--- src/core_cfg.svh ---
////////////////////////////////////////
// memories are word addressed, the host map is in bytes
// bases must stay aligned to their region size
////////////////////////////////////////
`ifndef CORE_CFG_SVH
`define CORE_CFG_SVH

`define CORE_WORD_W     32
`define CORE_IMEM_WORDS 256
`define CORE_DMEM_WORDS 64
`define CORE_AXI_ADDR_W 12

`define CORE_MAP_IMEM   'h000   // write side of region 0
`define CORE_MAP_REGS   'h000   // read side of region 0
`define CORE_MAP_CTRL   'h400
`define CORE_MAP_DMEM   'h800

`endif

--- src/isa_pkg.sv ---
////////////////////////////////////////
// subset only: add sub and or slt addi lw sw beq bne
////////////////////////////////////////
`default_nettype none

package isa_pkg;

    typedef enum logic [5:0] {
        OP_RTYPE = 6'h00,
        OP_BEQ   = 6'h04,
        OP_BNE   = 6'h05,
        OP_ADDI  = 6'h08,
        OP_LW    = 6'h23,
        OP_SW    = 6'h2b
    } opcode_t;

    typedef enum logic [5:0] {
        FN_ADD = 6'h20,
        FN_SUB = 6'h22,
        FN_AND = 6'h24,
        FN_OR  = 6'h25,
        FN_SLT = 6'h2a
    } funct_t;

    typedef enum logic [2:0] {
        ALU_ADD,
        ALU_SUB,
        ALU_AND,
        ALU_OR,
        ALU_SLT
    } alu_op_t;

    // immediate is the low 16 bits, rd..funct
    typedef struct packed {
        logic [5:0] opcode;
        logic [4:0] rs;
        logic [4:0] rt;
        logic [4:0] rd;
        logic [4:0] shamt;
        logic [5:0] funct;
    } instr_t;

endpackage

`default_nettype wire

--- src/pipe_pkg.sv ---
////////////////////////////////////////
// all-zero payload is a nop in every stage
////////////////////////////////////////
`default_nettype none
`include "core_cfg.svh"

package pipe_pkg;

    localparam logic [1:0] RESP_OKAY   = 2'b00;
    localparam logic [1:0] RESP_SLVERR = 2'b10;

    typedef struct packed {
        logic reg_write;
        logic mem_read;
        logic mem_write;
        logic mem_to_reg;
        logic alu_src_imm;
        logic dst_rd;      // rd for R-type, rt otherwise
        logic branch_eq;
        logic branch_ne;
    } ctrl_t;

    typedef struct packed {
        ctrl_t                   ctrl;
        isa_pkg::instr_t         instr;
        logic [`CORE_WORD_W-1:0] rs_val;
        logic [`CORE_WORD_W-1:0] rt_val;
        logic [`CORE_WORD_W-1:0] imm;   // sign extended
        logic [4:0]              dst;
    } id_ex_t;

    typedef struct packed {
        ctrl_t                   ctrl;
        logic [`CORE_WORD_W-1:0] alu_result;
        logic [`CORE_WORD_W-1:0] store_data;
        logic [4:0]              dst;
    } ex_mem_t;

    typedef struct packed {
        logic                    reg_write;
        logic [4:0]              dst;
        logic [`CORE_WORD_W-1:0] value;
    } mem_wb_t;

    // host to core
    typedef struct packed {
        logic                        awvalid;
        logic [`CORE_AXI_ADDR_W-1:0] awaddr;
        logic                        wvalid;
        logic [`CORE_WORD_W-1:0]     wdata;
        logic                        bready;
        logic                        arvalid;
        logic [`CORE_AXI_ADDR_W-1:0] araddr;
        logic                        rready;
    } axil_req_t;

    // core to host
    typedef struct packed {
        logic                    awready;
        logic                    wready;
        logic                    bvalid;
        logic [1:0]              bresp;
        logic                    arready;
        logic                    rvalid;
        logic [`CORE_WORD_W-1:0] rdata;
        logic [1:0]              rresp;
    } axil_rsp_t;

endpackage

`default_nettype wire

--- src/execute_unit.sv ---
////////////////////////////////////////
// slt is signed, non R-type ops add
////////////////////////////////////////
`timescale 1ns/1ps
`default_nettype none

module execute_unit (
    input  pipe_pkg::id_ex_t  id_ex,
    output pipe_pkg::ex_mem_t ex_mem
);
    import isa_pkg::*;
    import pipe_pkg::*;

    alu_op_t     alu_op;
    logic [31:0] a;
    logic [31:0] b;
    logic [31:0] result;

    always_comb
    begin
        alu_op = ALU_ADD;   // addi, lw, sw address
        if (id_ex.instr.opcode == OP_RTYPE)
        begin
            case (id_ex.instr.funct)
                FN_SUB:  alu_op = ALU_SUB;
                FN_AND:  alu_op = ALU_AND;
                FN_OR:   alu_op = ALU_OR;
                FN_SLT:  alu_op = ALU_SLT;
                default: alu_op = ALU_ADD;
            endcase
        end
    end

    assign a = id_ex.rs_val;
    assign b = id_ex.ctrl.alu_src_imm ? id_ex.imm : id_ex.rt_val;

    always_comb
    begin
        case (alu_op)
            ALU_SUB: result = a - b;
            ALU_AND: result = a & b;
            ALU_OR:  result = a | b;
            ALU_SLT: result = {31'd0, $signed(a) < $signed(b)};
            default: result = a + b;
        endcase
    end

    always_comb
    begin
        ex_mem.ctrl       = id_ex.ctrl;
        ex_mem.alu_result = result;
        ex_mem.store_data = id_ex.rt_val;
        ex_mem.dst        = id_ex.dst;
    end

endmodule

`default_nettype wire

--- config.mk ---
export PLATFORM = sky130hd
export DESIGN_NAME = execute_unit
export DESIGN_NICKNAME = d
export VERILOG_FILES = /design/src/isa_pkg.sv /design/src/pipe_pkg.sv /design/src/execute_unit.sv
export VERILOG_INCLUDE_DIRS = /design/src /design/src/src
export SDC_FILE = /design/constraint.sdc
export NUM_CORES = 1
export LEC_CHECK = 0
export BUFFER_PORTS_ARGS = -buffer_cell sky130_fd_sc_hd__buf_2
export CAP_MARGIN = 20
export CORE_ASPECT_RATIO = 0.5
export CORE_MARGIN = 4
export CORE_UTILIZATION = 48
export DETAILED_ROUTE_END_ITERATION = 8
export PLACE_DENSITY = 0.88
export SLEW_MARGIN = 25
export SYNTH_ARGS = -nofsm -noshare
export SYNTH_HDL_FRONTEND = slang
export SYNTH_SLANG_ARGS = --single-unit
--- constraint.sdc ---
create_clock -name vclk -period 4.9
set_clock_uncertainty 0.1 [all_clocks]
set_input_delay 0.735 -clock vclk [all_inputs]
set_output_delay 0.735 -clock vclk [all_outputs]
set_load 0.005 [all_outputs]
### Word level (Yosys, flattened, before mapping)

Cells that the tools add are included.

| operators by class | value |
|---|---|
| add/sub/neg operators | 2 |
| multipliers | 0 |
| divide/modulo/power cells | 0 |
| $lt $le $gt $ge | 1 |
| eq/ne operators | 8 |
| shift operators | 0 |
| muxes and demuxes | 4 |
| bitwise gates (word level) | 2 |
| reductions and logical operators | 1 |

Operators with widths:

| cell | number |
|---|---|
| $pmux 32 s4 | 1 |
| $add 32x32->32 | 1 |
| $and 32x32->32 | 1 |
| $lt 32x32->1 | 1 |
| $mux 32 | 1 |
| $or 32x32->32 | 1 |
| $sub 32x32->32 | 1 |
| $eq 6x6->1 const B | 4 |
| $pmux 3 s4 | 1 |
| $eq 3x2->1 const B | 2 |
| $logic_not 6->1 | 1 |
| $eq 3x1->1 const B | 1 |
| $eq 3x3->1 const B | 1 |
| $mux 3 | 1 |

| word-level totals | value |
|---|---|
| register bits | 0 |
| bits in latches | 0 |
| RAM bits | 0 |
| bits in read-only memories | 0 |
| word-level logic and storage cells | 18 |
| memories kept | 0 |

### Depth between registers and ports, before layout

| logic depth | value |
|---|---|
| depth in word-level cells | 5 |
| mapped depth | 15 |

### Least setup slack after synthesis

No wires, ideal clock.

| timing path | value |
|---|---|
| kind | in2out |
| start point | input id_ex[136] (netlist bit) |
| end point | output ex_mem[67] (netlist bit) |
| arrival | 4.093 ns |
| required time | 4.065 ns |
| path slack | -0.028 ns |
| stages | 15 |
| buffers on the path | 2 |
| path through | clkbuf_1 > buf_1 > mux2i_1 > inv_1 > ha_1 > fa_1 > nor2_1 > o2111ai_1 > a41oi_2 > o21ai_0 > a21oi_2 > a21boi_1 > o311ai_2 > a21oi_1 > a311o_1 |

RTL lines:

| element | line | source |
|---|---|---|
| start, declared | execute_unit.sv:8 | `input pipe_pkg::id_ex_t id_ex,` |
| end, declared | execute_unit.sv:9 | `output pipe_pkg::ex_mem_t ex_mem` |

==> results.yml <==
detailed_routing:
  antenna_left: 0
  vias_per_cell: 5.97
  top_layer_used: "met4"
  first_pass_iters: 6
  met3_length_um: 1620
  wl_um: 19500
  dr_wl_met2_um: 9240
  drt-initial-drc-count: 856
  m1WireLength_um: 8310
  num_vias: 7039
  routedWlPerCell_um: 16.5
  drc_errors: 0
placed_design:
  io_buffers: 174
  dp_hpwl_um: 15500
  gp_congestion: 0.966
  place_area_mm2: 0.00683
yosys:
  synthCells: 839
  synth_warnings: 0
  synth_area_leader_cell: "ha_1"
  avgSynthCellArea_um2: 6.78
  synth_top_area_share_pct: 21.3
  seq_area_frac_synth_pct: 0
  ys_top_cells_by_area: "ha_1, a21oi_1, inv_1"
  yosys.cell_types.count: 74
  synth_nets: 1079
  syn-cell-area_mm2: 0.00569
power_and_ir_drop:
  clockPowerShare_pct: 0
  p_leak_nw: 3.59
  peakVddDrop_mv: 0.0539
  power_switching_mw: 0.523
  p_seq_share_pct: 0
  combPwrFrac_pct: 100.0
  p_sw_share_pct: 54.9
  cellPowerDensity_mw_per_mm2: 136
  p_int_mw: 0.430
global_routing:
  grt_pass1_wl_um: 30100
  overflow: 0
  grt_pass1_vias: 6357
  track_usage_pct: 25.2
  antenna_found_initial: 0
  grt_max_degree: 33
worst_setup_path:
  worstSetupPathType: "in2out"
  cp_data_required_time_ns: 4.07
  crit_arrival_ns: 3.98
  startpoint_type: "primary input"
  end_kind: "output pin"
  path_max_fanout: 6
  crit_end: "ex_mem[68]"
  crit_path_start: "id_ex[136]"
floorplan:
  initial_utilization_pct: 50.4
  die_w_um: 162
  rows: 27
  ios: 218
  die_h_um: 85.0
  coreArea_mm2: 0.0113
  dieArea_mm2: 0.0138
cells_and_area:
  area_growth_pct: 23.4
  nClkBuffers: 0
  drive_gt1_share_pct: 31.6
  n_fill_cell: 1047
  ff_latch_area_um2: 0
  seq_cell_count: 0
  postLayoutCoreUtil_pct: 62.2
  multi_input_comb_area_mm2: 0.00485
  nets: 1262
  design_area_mm2: 0.00702
  diodes: 0
sta:
  slew_headroom_pct: 52.2
  setup_viol: 0
  final-hold-violation-count: 0
  fin_crit_ns: 4.82
  max_freq_mhz: 208
  min_period_over_period_pct: 98.3
  worst_pin_slew_ns: 0.707
  maxSlewViolCount: 0
clock_network:
  hold_buffers: 0
flow_run:
  maxCapViolCount: 0
hold_path:
  min_path_type: "in2out"
run_status:
  status: "finished clean"
## layout by cell type (no fill, tap or decap), drive strengths merged, types with 3 or more instances in the layout
master,netlist,routed
ha,97,97
a221o,5,5
a21o,10,10
nand3,12,12
nor2b,8,8
inv,98,98
o211ai,24,24
o21bai,15,15
o32ai,3,3
a311oi,3,3
nand4,7,7
a31oi,6,6
mux2i,33,33
o21ai,50,50
a21boi,3,3
o22ai,20,20
nand2,55,55
o31a,4,4
nor3b,3,3
nand2b,16,16
o21a,7,7
a22oi,5,5
buf,63,267
o2bb2ai,3,3
o41ai,3,3
o221a,4,4
nor4,7,7
nor2,80,80
a211o,3,3
o311ai,5,5
o31ai,10,10
a211oi,8,8
a221oi,9,9
nor3,12,12
o221ai,6,6
o2111ai,3,3
or2,5,5
a21oi,86,86
## power by group through the flow
stage | combinational (mW) | sequential (mW) | clock (mW)
finish | 0.953 | 0 | 0
global route | 1.04 | 0 | 0
CTS | 0.906 | 0 | 0
detailed placement | 0.895 | 0 | 0
global placement | 0.872 | 0 | 0
floorplan | 0.580 | 0 | 0
## worst max-delay path, cell delays in order
cell	delay (ns)
clkbuf_4	0.16
buf_8	0.16
mux2i_4	0.24
ha_1	0.30
buf_4	0.17
buf_4	0.14
nand2b_1	0.07
a21oi_1	0.07
nor3_2	0.30
o41ai_4	0.16
o31ai_2	0.24
buf_4	0.18
a21oi_2	0.09
o41ai_2	0.28
o311ai_0	0.16
or3_1	0.37
buf_2	0.14
## synthesized netlist by cell type, types with 9 or more instances
cell type  number
a21oi_1        83
o21bai_1       15
o22ai_1        20
inv_1          97
ha_1           97
buf_4          47
nand2b_1       16
nor2_1         80
o31ai_1         9
mux2i_1        33
nand2_1        55
clkbuf_1       17
a21o_1         10
nor3_1         11
o211ai_1       24
o21ai_0        48
nand3_1        12
## layout make-up
class | count | share of cell area (%)
inverter | 98 | 5.24
multi-input combinational | 654 | 69.1
tap | 159 | 2.83
timing repair buffer | 268 | 22.8
## timing repair
action | CTS | global route
setup buffers | 2 | 2
setup endpoints to repair | 3 | 12
pin swaps | 1 | 8
resized for setup | 4 | 33
## stage by stage
step                      power (mW)  hold WS (ns)  setup WS, ns  setup TNS [ns]  std cells
after global routing            1.04          1.37       -0.0800         -0.0987       1179
final                          0.953          1.37        0.0829               0       1179
after floorplan                0.580          1.45         0.170               0        839
after detailed placement       0.895          1.37        -0.130          -0.184       1175
after CTS                      0.906          1.37       0.00442               0       1177
after global placement         0.872          1.37        -0.107          -0.109       1175
## worst min path at each step
stage / start / endpoint / slack (ns) / depth (start not counted)
after floorplan: id_ex[0] / ex_mem[0] / 1.45 / 1
after global placement: id_ex[0] / ex_mem[0] / 1.37 / 0
after detailed placement: id_ex[0] / ex_mem[0] / 1.37 / 0
after CTS: id_ex[0] / ex_mem[0] / 1.37 / 0
after global routing: id_ex[3] / ex_mem[3] / 1.37 / 0
final: id_ex[0] / ex_mem[0] / 1.37 / 0
## routing by layer
| metal | GRT usage (%) | up-vias |
|---|---|---|
| li1 | - | 3349 |
| met1 | 33.5 | 3258 |
| met2 | 45.8 | 387 |
| met3 | 1.65 | 45 |
| met4 | 4.37 | 0 |
| met5 | 0 | - |
## cells by family after synthesis
group	after synthesis	synth area share [%]
AO/OA/AOI/OAI	310	37.6
AND/OR/NAND/NOR	212	17.1
buffers and inverters	185	17.4
adder cells (fa/ha/maj)	99	22.0
multiplexers	33	5.81
Note: power is estimated with default switching activity, not from simulation.
