===== src/core_cfg.svh =====
////////////////////////////////////////
// memories are word addressed, the host map is in bytes
// bases must stay aligned to their region size
////////////////////////////////////////
`ifndef CORE_CFG_SVH
`define CORE_CFG_SVH

`define CORE_WORD_W     32
`define CORE_IMEM_WORDS 256
`define CORE_DMEM_WORDS 64
`define CORE_AXI_ADDR_W 12

`define CORE_MAP_IMEM   'h000   // write side of region 0
`define CORE_MAP_REGS   'h000   // read side of region 0
`define CORE_MAP_CTRL   'h400
`define CORE_MAP_DMEM   'h800

`endif


===== src/isa_pkg.sv =====
////////////////////////////////////////
// subset only: add sub and or slt addi lw sw beq bne
////////////////////////////////////////
`default_nettype none

package isa_pkg;

    typedef enum logic [5:0] {
        OP_RTYPE = 6'h00,
        OP_BEQ   = 6'h04,
        OP_BNE   = 6'h05,
        OP_ADDI  = 6'h08,
        OP_LW    = 6'h23,
        OP_SW    = 6'h2b
    } opcode_t;

    typedef enum logic [5:0] {
        FN_ADD = 6'h20,
        FN_SUB = 6'h22,
        FN_AND = 6'h24,
        FN_OR  = 6'h25,
        FN_SLT = 6'h2a
    } funct_t;

    typedef enum logic [2:0] {
        ALU_ADD,
        ALU_SUB,
        ALU_AND,
        ALU_OR,
        ALU_SLT
    } alu_op_t;

    // immediate is the low 16 bits, rd..funct
    typedef struct packed {
        logic [5:0] opcode;
        logic [4:0] rs;
        logic [4:0] rt;
        logic [4:0] rd;
        logic [4:0] shamt;
        logic [5:0] funct;
    } instr_t;

endpackage

`default_nettype wire


===== src/pipe_pkg.sv =====
////////////////////////////////////////
// all-zero payload is a nop in every stage
////////////////////////////////////////
`default_nettype none
`include "core_cfg.svh"

package pipe_pkg;

    localparam logic [1:0] RESP_OKAY   = 2'b00;
    localparam logic [1:0] RESP_SLVERR = 2'b10;

    typedef struct packed {
        logic reg_write;
        logic mem_read;
        logic mem_write;
        logic mem_to_reg;
        logic alu_src_imm;
        logic dst_rd;      // rd for R-type, rt otherwise
        logic branch_eq;
        logic branch_ne;
    } ctrl_t;

    typedef struct packed {
        ctrl_t                   ctrl;
        isa_pkg::instr_t         instr;
        logic [`CORE_WORD_W-1:0] rs_val;
        logic [`CORE_WORD_W-1:0] rt_val;
        logic [`CORE_WORD_W-1:0] imm;   // sign extended
        logic [4:0]              dst;
    } id_ex_t;

    typedef struct packed {
        ctrl_t                   ctrl;
        logic [`CORE_WORD_W-1:0] alu_result;
        logic [`CORE_WORD_W-1:0] store_data;
        logic [4:0]              dst;
    } ex_mem_t;

    typedef struct packed {
        logic                    reg_write;
        logic [4:0]              dst;
        logic [`CORE_WORD_W-1:0] value;
    } mem_wb_t;

    // host to core
    typedef struct packed {
        logic                        awvalid;
        logic [`CORE_AXI_ADDR_W-1:0] awaddr;
        logic                        wvalid;
        logic [`CORE_WORD_W-1:0]     wdata;
        logic                        bready;
        logic                        arvalid;
        logic [`CORE_AXI_ADDR_W-1:0] araddr;
        logic                        rready;
    } axil_req_t;

    // core to host
    typedef struct packed {
        logic                    awready;
        logic                    wready;
        logic                    bvalid;
        logic [1:0]              bresp;
        logic                    arready;
        logic                    rvalid;
        logic [`CORE_WORD_W-1:0] rdata;
        logic [1:0]              rresp;
    } axil_rsp_t;

endpackage

`default_nettype wire


===== src/axil_host_port.sv =====
////////////////////////////////////////
// one write and one read outstanding, no wstrb
// program loads only while stopped
////////////////////////////////////////
`timescale 1ns/1ps
`default_nettype none
`include "core_cfg.svh"

module axil_host_port (
    input  logic                                 SYS_clk,
    input  logic                                 SYS_reset,
    input  pipe_pkg::axil_req_t                  req,
    output pipe_pkg::axil_rsp_t                  rsp,
    output logic                                 run,
    output logic                                 imem_we,
    output logic [$clog2(`CORE_IMEM_WORDS)-1:0]  imem_waddr,
    output logic [31:0]                          imem_wdata,
    output logic [4:0]                           reg_dbg_addr,
    input  logic [31:0]                          reg_dbg_data,
    output logic [$clog2(`CORE_DMEM_WORDS)-1:0]  dmem_dbg_addr,
    input  logic [31:0]                          dmem_dbg_data
);
    import pipe_pkg::*;

    localparam int IW = $clog2(`CORE_IMEM_WORDS);
    localparam int DW = $clog2(`CORE_DMEM_WORDS);

    logic        aw_rdy;
    logic        ar_rdy;
    logic        bvalid;
    logic        rvalid;
    logic        rvalid_n;
    logic [1:0]  bresp;
    logic [1:0]  rresp;
    logic [1:0]  rd_resp;
    logic [31:0] rdata;
    logic [31:0] rd_value;
    logic        wr_fire;
    logic        rd_fire;
    logic        wr_imem;
    logic        wr_ctrl;

    function automatic logic in_region(input logic [`CORE_AXI_ADDR_W-1:0] a,
                                       input int base, input int bytes);
        return (a >= base) && (a < base + bytes);
    endfunction

    assign wr_fire = aw_rdy && req.awvalid && req.wvalid;
    assign rd_fire = ar_rdy && req.arvalid;
    assign wr_imem = in_region(req.awaddr, `CORE_MAP_IMEM, `CORE_IMEM_WORDS * 4);
    assign wr_ctrl = in_region(req.awaddr, `CORE_MAP_CTRL, 4);

    assign imem_we       = wr_fire && wr_imem && !run;   // dropped while running
    assign imem_waddr    = req.awaddr[IW+1:2];
    assign imem_wdata    = req.wdata;
    assign reg_dbg_addr  = req.araddr[6:2];
    assign dmem_dbg_addr = req.araddr[DW+1:2];

    always_comb
    begin
        rd_value = '0;
        rd_resp  = RESP_SLVERR;   // unmapped
        if (in_region(req.araddr, `CORE_MAP_REGS, 32 * 4))
        begin
            rd_value = reg_dbg_data;
            rd_resp  = RESP_OKAY;
        end
        else if (in_region(req.araddr, `CORE_MAP_CTRL, 4))
        begin
            rd_value = {31'd0, run};
            rd_resp  = RESP_OKAY;
        end
        else if (in_region(req.araddr, `CORE_MAP_DMEM, `CORE_DMEM_WORDS * 4))
        begin
            rd_value = dmem_dbg_data;
            rd_resp  = RESP_OKAY;
        end
    end

    assign rvalid_n = rd_fire ? 1'b1 : (rvalid && req.rready) ? 1'b0 : rvalid;

    always_ff @(posedge SYS_clk)
    begin
        if (SYS_reset)
        begin
            run    <= 1'b0;
            aw_rdy <= 1'b0;
            ar_rdy <= 1'b0;
            bvalid <= 1'b0;
            rvalid <= 1'b0;
        end
        else
        begin
            aw_rdy <= req.awvalid && req.wvalid && !bvalid && !aw_rdy;   // one-cycle pulse
            if (wr_fire)
                bvalid <= 1'b1;
            else if (req.bready)
                bvalid <= 1'b0;
            if (wr_fire && wr_ctrl)
                run <= req.wdata[0];
            rvalid <= rvalid_n;
            ar_rdy <= !rvalid_n;
        end
    end

    always_ff @(posedge SYS_clk)
    begin
        if (wr_fire)
            bresp <= ((wr_imem && !run) || wr_ctrl) ? RESP_OKAY : RESP_SLVERR;
        if (rd_fire)
        begin
            rdata <= rd_value;   // held until rready
            rresp <= rd_resp;
        end
    end

    always_comb
    begin
        rsp.awready = aw_rdy;
        rsp.wready  = aw_rdy;
        rsp.bvalid  = bvalid;
        rsp.bresp   = bresp;
        rsp.arready = ar_rdy;
        rsp.rvalid  = rvalid;
        rsp.rdata   = rdata;
        rsp.rresp   = rresp;
    end

endmodule

`default_nettype wire


===== config.mk =====
export PLATFORM = sky130hd
export DESIGN_NAME = axil_host_port
export DESIGN_NICKNAME = d
export VERILOG_FILES = /design/src/isa_pkg.sv /design/src/pipe_pkg.sv /design/src/axil_host_port.sv
export VERILOG_INCLUDE_DIRS = /design/src /design/src/src
export SDC_FILE = /design/constraint.sdc
export NUM_CORES = 1
export LEC_CHECK = 0
export CAP_MARGIN = 0
export CORE_AREA = 2 2 85 87
export CTS_CLUSTER_DIAMETER = 150
export CTS_CLUSTER_SIZE = 20
export DETAILED_ROUTE_END_ITERATION = 12
export DIE_AREA = 0 0 87 89
export DONT_BUFFER_PORTS = 1
export PLACE_DENSITY = 0.52
export SLEW_MARGIN = 20
export SYNTH_ARGS = -nofsm -noshare
export SYNTH_HDL_FRONTEND = slang
export SYNTH_SLANG_ARGS = --single-unit

===== constraint.sdc =====
create_clock -name SYS_clk -period 1.8 [get_ports SYS_clk]
set_input_delay 0.36 -clock SYS_clk [delete_from_list [all_inputs] [get_ports SYS_clk]]
set_output_delay 0.36 -clock SYS_clk [all_outputs]
set_load 0.1 [all_outputs]

# [Word level (Yosys, flattened, before mapping)]
# Index checks and enable logic that the tools add are counted.
[word_totals] ff_bits=41 elab_cells=46 out_inout_bits=94 in_bits=127
[classes] n_reduce_logical=21 mux=9 n_lt_le_gt_ge=8
[op_table] operator="$mux W32" n=3
[op_table] operator="$lt A12 B11 Y1 const B" n=3
[op_table] operator="$ge A12 B11 Y1 const B" n=2
[op_table] operator="$logic_and A1 B1 Y1" n=14
[op_table] operator="$ge A12 B12 Y1 const B" n=1
[op_table] operator="$lt A12 B12 Y1 const B" n=1
[op_table] operator="$lt A12 B8 Y1 const B" n=1
[op_table] operator="$logic_not A1 Y1" n=4
[op_table] operator="$mux W1" n=4
[op_table] operator="$mux W2" n=2
[op_table] operator="$reduce_bool A2 Y1" n=1
[op_table] operator="$reduce_or A2 Y1" n=1
[op_table] operator="$logic_or A1 B1 Y1" n=1

# [Depth between registers and ports, before layout]
# Gate-level depths: netlist of run 1.
[depth] depth_word=5 ltp_mapped=5 mapped_depth_nobuf=3

# [Least setup slack after synthesis of run 1]
# OpenSTA, ideal clock, no wires.
[synth_timing] path_type="register to output" start="register run" end="output port imem_we" t_required_ns=1.440 stages_incl_launch_ff=3 path_slack_ns=-0.214 t_arrival_ns=1.654 path_buffers=0 path_cell_list="dfxtp_1 -> nor2_1 -> and2_1"
[synth_via] elab_chain_len=2
[synth_rtl] item="start: declaration" line="axil_host_port.sv:14" text="output logic run,"
[synth_rtl] item="start signal: assignment" line="axil_host_port.sv:100" text="run <= req.wdata[0];"
[synth_rtl] item="$logic_not A1 Y1" line="axil_host_port.sv:53" text="assign imem_we = wr_fire && wr_imem && !run;"
[synth_rtl] item="$logic_and A1 B1 Y1" line="axil_host_port.sv:53"
[synth_rtl] item="end: declaration" line="axil_host_port.sv:15" text="output logic imem_we,"
# Every way passes these cells.

# [Worst setup path in the final report of run 1]
[layout_timing] start="register aw_rdy" end="output port imem_we"
[layout_via] elab_chain_len=4
[layout_rtl] item="start: declaration" line="axil_host_port.sv:28" text="logic aw_rdy;"
[layout_rtl] item="start signal: assignment" line="axil_host_port.sv:94" text="aw_rdy <= req.awvalid && req.wvalid && !bvalid && !aw_rdy;"
[layout_rtl] item="$logic_and A1 B1 Y1 (2 in a row)" line="axil_host_port.sv:48" text="assign wr_fire = aw_rdy && req.awvalid && req.wvalid;"
[layout_rtl] item="$logic_and A1 B1 Y1 (2 in a row)" line="axil_host_port.sv:53"
# Every way passes these cells.

==> results of run 1 <==
-- critical path, stage by stage, from the launching register on --
cell and delay (ns):
dfxtp_2 0.33, and4b_1 0.22, and2_2 0.18, buf_12 0.17
-- per-stage QoR --
stage / utilization (%) / instance area, µm² / power [mW] / instances / hold WS (ns)
6_report: 32.48 / 2182 / 1.920 / 240 / 0.1400
5_1_grt: 32.48 / 2182 / 2.004 / 240 / 0.1261
4_1_cts: 32.48 / 2182 / 1.948 / 240 / 0.1281
3_5_place_dp: 31.23 / 2098 / 1.384 / 232 / 0.4356
3_3_place_gp: 31.23 / 2098 / 1.380 / 232 / 0.4205
2_1_floorplan: - / 2185 / 1.869 / 174 / 0.4209
-- cell type report --
type | count | share of cell area, %
inverters | 3 | 0.5161
clock buffers | 5 | 3.154
repair buffers | 44 | 16.86
flip-flops and latches | 39 | 51.49
multi-input cells | 66 | 22.71
well taps | 80 | 4.587
clock inverters | 3 | 0.6881
-- report_power, final --
group / internal [mW] / switching (mW) / leakage [nW]
logic: 0.0698 / 0.272 / 0.445
registers: 1.01 / 0.00743 / 0.383
clock network: 0.263 / 0.297 / 0.0392
-- synthesized netlist by cell type, drive strengths merged --
master	number
a21oi	2
a22o	31
a22oi	1
a31oi	1
and2	5
and3	1
and4b	1
buf	66
conb	1
dfxtp	5
edfxtp	34
inv	3
mux2i	1
nand2	1
nand2b	3
nand3	1
nand4	2
nor2	3
nor2b	2
nor3	2
nor4	5
o21ai	1
or2	1
-- path summary, 6_finish.rpt --
kind	cells past startpoint	slack, ns	from	end
setup reg to reg	3	0.44	aw_rdy	bresp[1]
hold / removal	1	0.14	SYS_reset	bvalid
hold reg to reg	1	0.46	bvalid	aw_rdy
setup / recovery	3	0.25	aw_rdy	imem_we
-- layout by cell type, fill, tap and decap left out, types with 2 or more instances in the layout --
master	Yosys	routed
buf_4	59	41
edfxtp_1	34	34
a22o_1	29	29
nor4_1	5	5
clkbuf_8	0	5
inv_1	3	3
nor2_1	3	3
and2_2	1	3
nand2b_1	3	3
dfxtp_1	5	3
buf_12	4	3
nor3_2	2	2
nor2b_1	2	2
nand4_1	2	2
a22o_2	2	2
a21oi_1	2	2
conb_1	1	2
dfxtp_2	0	2
clkinv_1	0	2
-- sequential cells by signal (all words and copies together) (netlist names) --
| name | flops |
|---|---|
| ar_rdy | 1 |
| bvalid | 1 |
| rvalid | 1 |
| bresp | 1 |
| rdata | 32 |
| rresp | 1 |
| aw_rdy | 1 |
| run | 1 |
-- layer usage --
layer / part of all wire [%] / track usage, %
met2: 55 / 22.35
met4: 3.3 / 6.534
met3: 12 / 7.295
met1: 30 / 11.49
met5: 0 / 0
-- cells by family after synthesis --
group	count (synthesis)
compound gates	36
buf+inv	69
flops	39
mux	1
other cells	1
simple gates	27
==> results_dict.tcl, run 1 <==
set metrics [dict create \
    status "finished, final reports clean" \
    cts_setup_buffers 0 \
    hold_path.class "in2reg" \
    ys_ff_latch 39 \
    cts_tree "built" \
    core_area_um2 6719 \
    totalWireLength_um 5314 \
    initial_utilization_pct 32.42 \
    fp.dieH_um 89 \
    clkTransAtPathRegs_ns 0.07 \
    gp_congestion 0.6740 \
    vias 1259 \
    yosysTopAreaCell "edfxtp_1" \
    grt_pass1_vias 1276 \
    insertedDiodeCount 0 \
    cts_hold_buf 0 \
    grt_max_degree 34 \
    relSlewSlack_pct 62.20 \
    clk_latency_ns 0.28 \
    setup_viol 0 \
    avgRoutedWirePerCell_um 22.14 \
    drt_iter0_markers 85 \
    cts-htree-levels 2 \
    cp-end-kind "output port" \
    synth_top_cell_area_share_pct 46.87 \
    syn_avg_cell_area_um2 12.59 \
    hold_violations 0 \
    grt_first_pass_wirelength_um 7017 \
    crit_type "reg2out" \
    place_ws_ns 0.3767 \
    seqCellArea_um2 1124 \
    slew_violations 0 \
    ir_worst_vdd_uv 288.7 \
    fin_skew_ns 0.003538 \
    synth_top_family_by_area "buffers and inverters" \
    path_max_fanout 2 \
    area_growth_syn_to_layout_pct 0.1722 \
    grtUsageTotal_pct 12.63 \
    synthAdderAreaFrac_pct 0 \
    rows 30 \
    postRouteAntennaNets 0 \
    synthXorXnorAreaFrac_pct 0 \
    clock-root-buffer "clkbuf_8" \
    required_ns 1.44 \
    synth_simple_gate_area_share_pct 7.926 \
    grt-ovfl-total 0 \
    final.fill_count 660 \
    drt-pass1-iter-count 4 \
    multi_input_area_um2 495.5 \
    max_freq_ghz 0.6457 \
    p_leak_nw 0.8671 \
    tns_ns 0 \
    max_cap_violations 0 \
    worst_slack_ns 0.2513 \
    fin_nets 286 \
    ys_types 28 \
    rsz0062_at_grt "false" \
    die-area_um2 7743 \
    clockBufferDepth 2 \
    yosysWarnings 0 \
    cts_resized 0 \
    worstSetupStartpointType "flip-flop" \
    ys_seq_area_share_pct 51.46 \
    yosys-mux-area-fraction_pct 0.4595 \
    synthCells 173 \
    io_buffers 0 \
    layout-drive-gt1-share_pct 38.13 \
    ios 221 \
    syn_area_um2 2178 \
    antenna_found_initial 0 \
    worst_slew_pin_slew_ns 0.5670 \
    fp.dieW_um 87 \
    synth_area_leaders "edfxtp_1 (47%), buf_4 (20%), a22o_1 (12%)" \
    power.density_nw_per_um2 880.1 \
    synth-compound-area-share_pct 13.90 \
    cts_made_buffers 5 \
    layout_min_cycle_time_ns 1.549 \
    viasPerCell 5.246 \
    fin_crit_sh_pct 86.04 \
    drc_errors 0 \
    cp_data_arrival_time_ns 1.19 \
    cts_sinks 39 \
]
(Power assumes the default switching activity.)
==> run 2, diff against run 1 <==
Settings changed: CTS_BUF_LIST set to sky130_fd_sc_hd__clkbuf_16.
==> results_dict.tcl, run 2 (synthesis gave the netlist of run 1 again) <==
set metrics [dict create \
    swShare_pct 27.61 \
    drc_errors 0 \
    tns_ns 0 \
    slowest_delay_ns 0.33 \
    setup_viol 0 \
    drt-pass1-iter-count 4 \
    layout_common_cells "buf_4 (41), edfxtp_1 (34), a22o_1 (29)" \
    ir_worst_vdd_uv 264.0 \
    fin_nets 286 \
    cts-htree-levels 2 \
    fin_crit_sh_pct 85.13 \
    cts_made_buffers 5 \
    area_growth_syn_to_layout_pct 2.757 \
    hold_violations 0 \
    vias 1275 \
    drt_iter0_markers 78 \
    cts_resized 0 \
    core_area_um2 6719 \
    layout-drive-gt1-share_pct 38.13 \
    instances_no_fill 240 \
    grt_pass1_vias 1285 \
    hold_path.class "in2reg" \
    insertedDiodeCount 0 \
    clkPwrFrac_pct 37.8 \
    grt_max_degree 34 \
    antenna_found_initial 0 \
    avgRoutedWirePerCell_um 22.20 \
    initial_utilization_pct 32.42 \
    intPower_mw 1.585 \
    slew_violations 0 \
    io_buffers 0 \
    clkTransAtPathRegs_ns 0.05 \
    clk_latency_ns 0.27 \
    status "finished, final reports clean" \
    p_leak_nw 0.8927 \
    required_ns 1.44 \
    multi_input_area_um2 495.5 \
    grt_first_pass_wirelength_um 7044 \
    grtUsageTotal_pct 12.59 \
    cts_hold_buf 0 \
    pwr-share-seq_pct 46.6 \
    cp-end-kind "output port" \
    totalWireLength_um 5327 \
    p_switching_uw 604.7 \
    clockBufferDepth 2 \
    largest_reg_flops 32 \
    cts_sinks 39 \
    seqCellArea_um2 1124 \
    ios 221 \
    max_freq_ghz 0.6526 \
    final_common_cell "buf_4" \
    layout_min_cycle_time_ns 1.532 \
    crit_type "reg2out" \
    top_register "rdata" \
    fp.dieW_um 87 \
    power.density_nw_per_um2 978.4 \
    combPwrFrac_pct 15.6 \
    dp_cells 232 \
    clock-root-buffer "clkbuf_16" \
    critPathSlowestCell "dfxtp_2" \
    relSlewSlack_pct 62.20 \
    path_max_fanout 2 \
    gp_congestion 0.6740 \
    die-area_um2 7743 \
    max_cap_violations 0 \
    worst_slew_pin_slew_ns 0.5670 \
    grt-ovfl-total 0 \
    rsz0062_at_grt "false" \
    postRouteAntennaNets 0 \
    cts_tree "built" \
    fin_skew_ns 0.004052 \
    crit_chain "and4b_1, and2_2, buf_12" \
    cp_data_arrival_time_ns 1.17 \
    rows 30 \
    viasPerCell 5.313 \
    cts_setup_buffers 0 \
    worstSetupStartpointType "flip-flop" \
    fp.dieH_um 89 \
    final.fill_count 652 \
]
run 2: power by group through the flow:
stage | clock network, mW | registers [mW] | logic [mW]
floorplan | 0 | 1.20 | 0.665
global placement | 0 | 1.04 | 0.341
detailed placement | 0 | 1.04 | 0.345
CTS | 0.853 | 1.02 | 0.345
global route | 0.897 | 1.02 | 0.353
finish | 0.828 | 1.02 | 0.342
run 2: area by class of cell:
type                       instances  area share (%)
sequential                        39           50.20
multi-input combinational         66           22.14
timing repair buffer              44           16.43
clock buffer                       5           5.590
tap                               80           4.472
clock inverter                     3          0.6708
inverter                           3          0.5031
run 2: critical path: cells and delay by family (launching register included):
kind          cells  cell delay (ns)
simple gates      2             0.40
flops             1             0.33
buf+inv           1             0.17
run 2: worst paths after layout:
| check | start | end | slack, ns | depth (start not counted) |
|---|---|---|---|---|
| max reg2reg | aw_rdy | bresp[1] | 0.45 | 3 |
| max | aw_rdy | imem_we | 0.27 | 3 |
| min reg2reg | bvalid | aw_rdy | 0.45 | 1 |
| min | SYS_reset | bvalid | 0.15 | 1 |
run 2: per-stage QoR:
stage               cell area (µm²)  hold WS, ns  total power [mW]  utilization [%]  worst slack [ns]
finish                         2238       0.1539             2.190            33.31            0.2677
floorplan                      2185       0.4209             1.869                -            0.2143
global placement               2098       0.4205             1.380            31.23            0.4166
global route                   2238       0.1468             2.272            33.31            0.2445
detailed placement             2098       0.4356             1.384            31.23            0.3767
CTS                            2238       0.1449             2.218            33.31            0.2650
run 2: per-layer routing:
metal / global-route usage (%) / up-vias / share of wire, %
met2: 22.55 / 109 / 55
li1: - / 548 / -
met5: 0 / - / 0
met1: 11.38 / 604 / 30
met4: 6.534 / 0 / 2.8
met3: 7.018 / 14 / 13
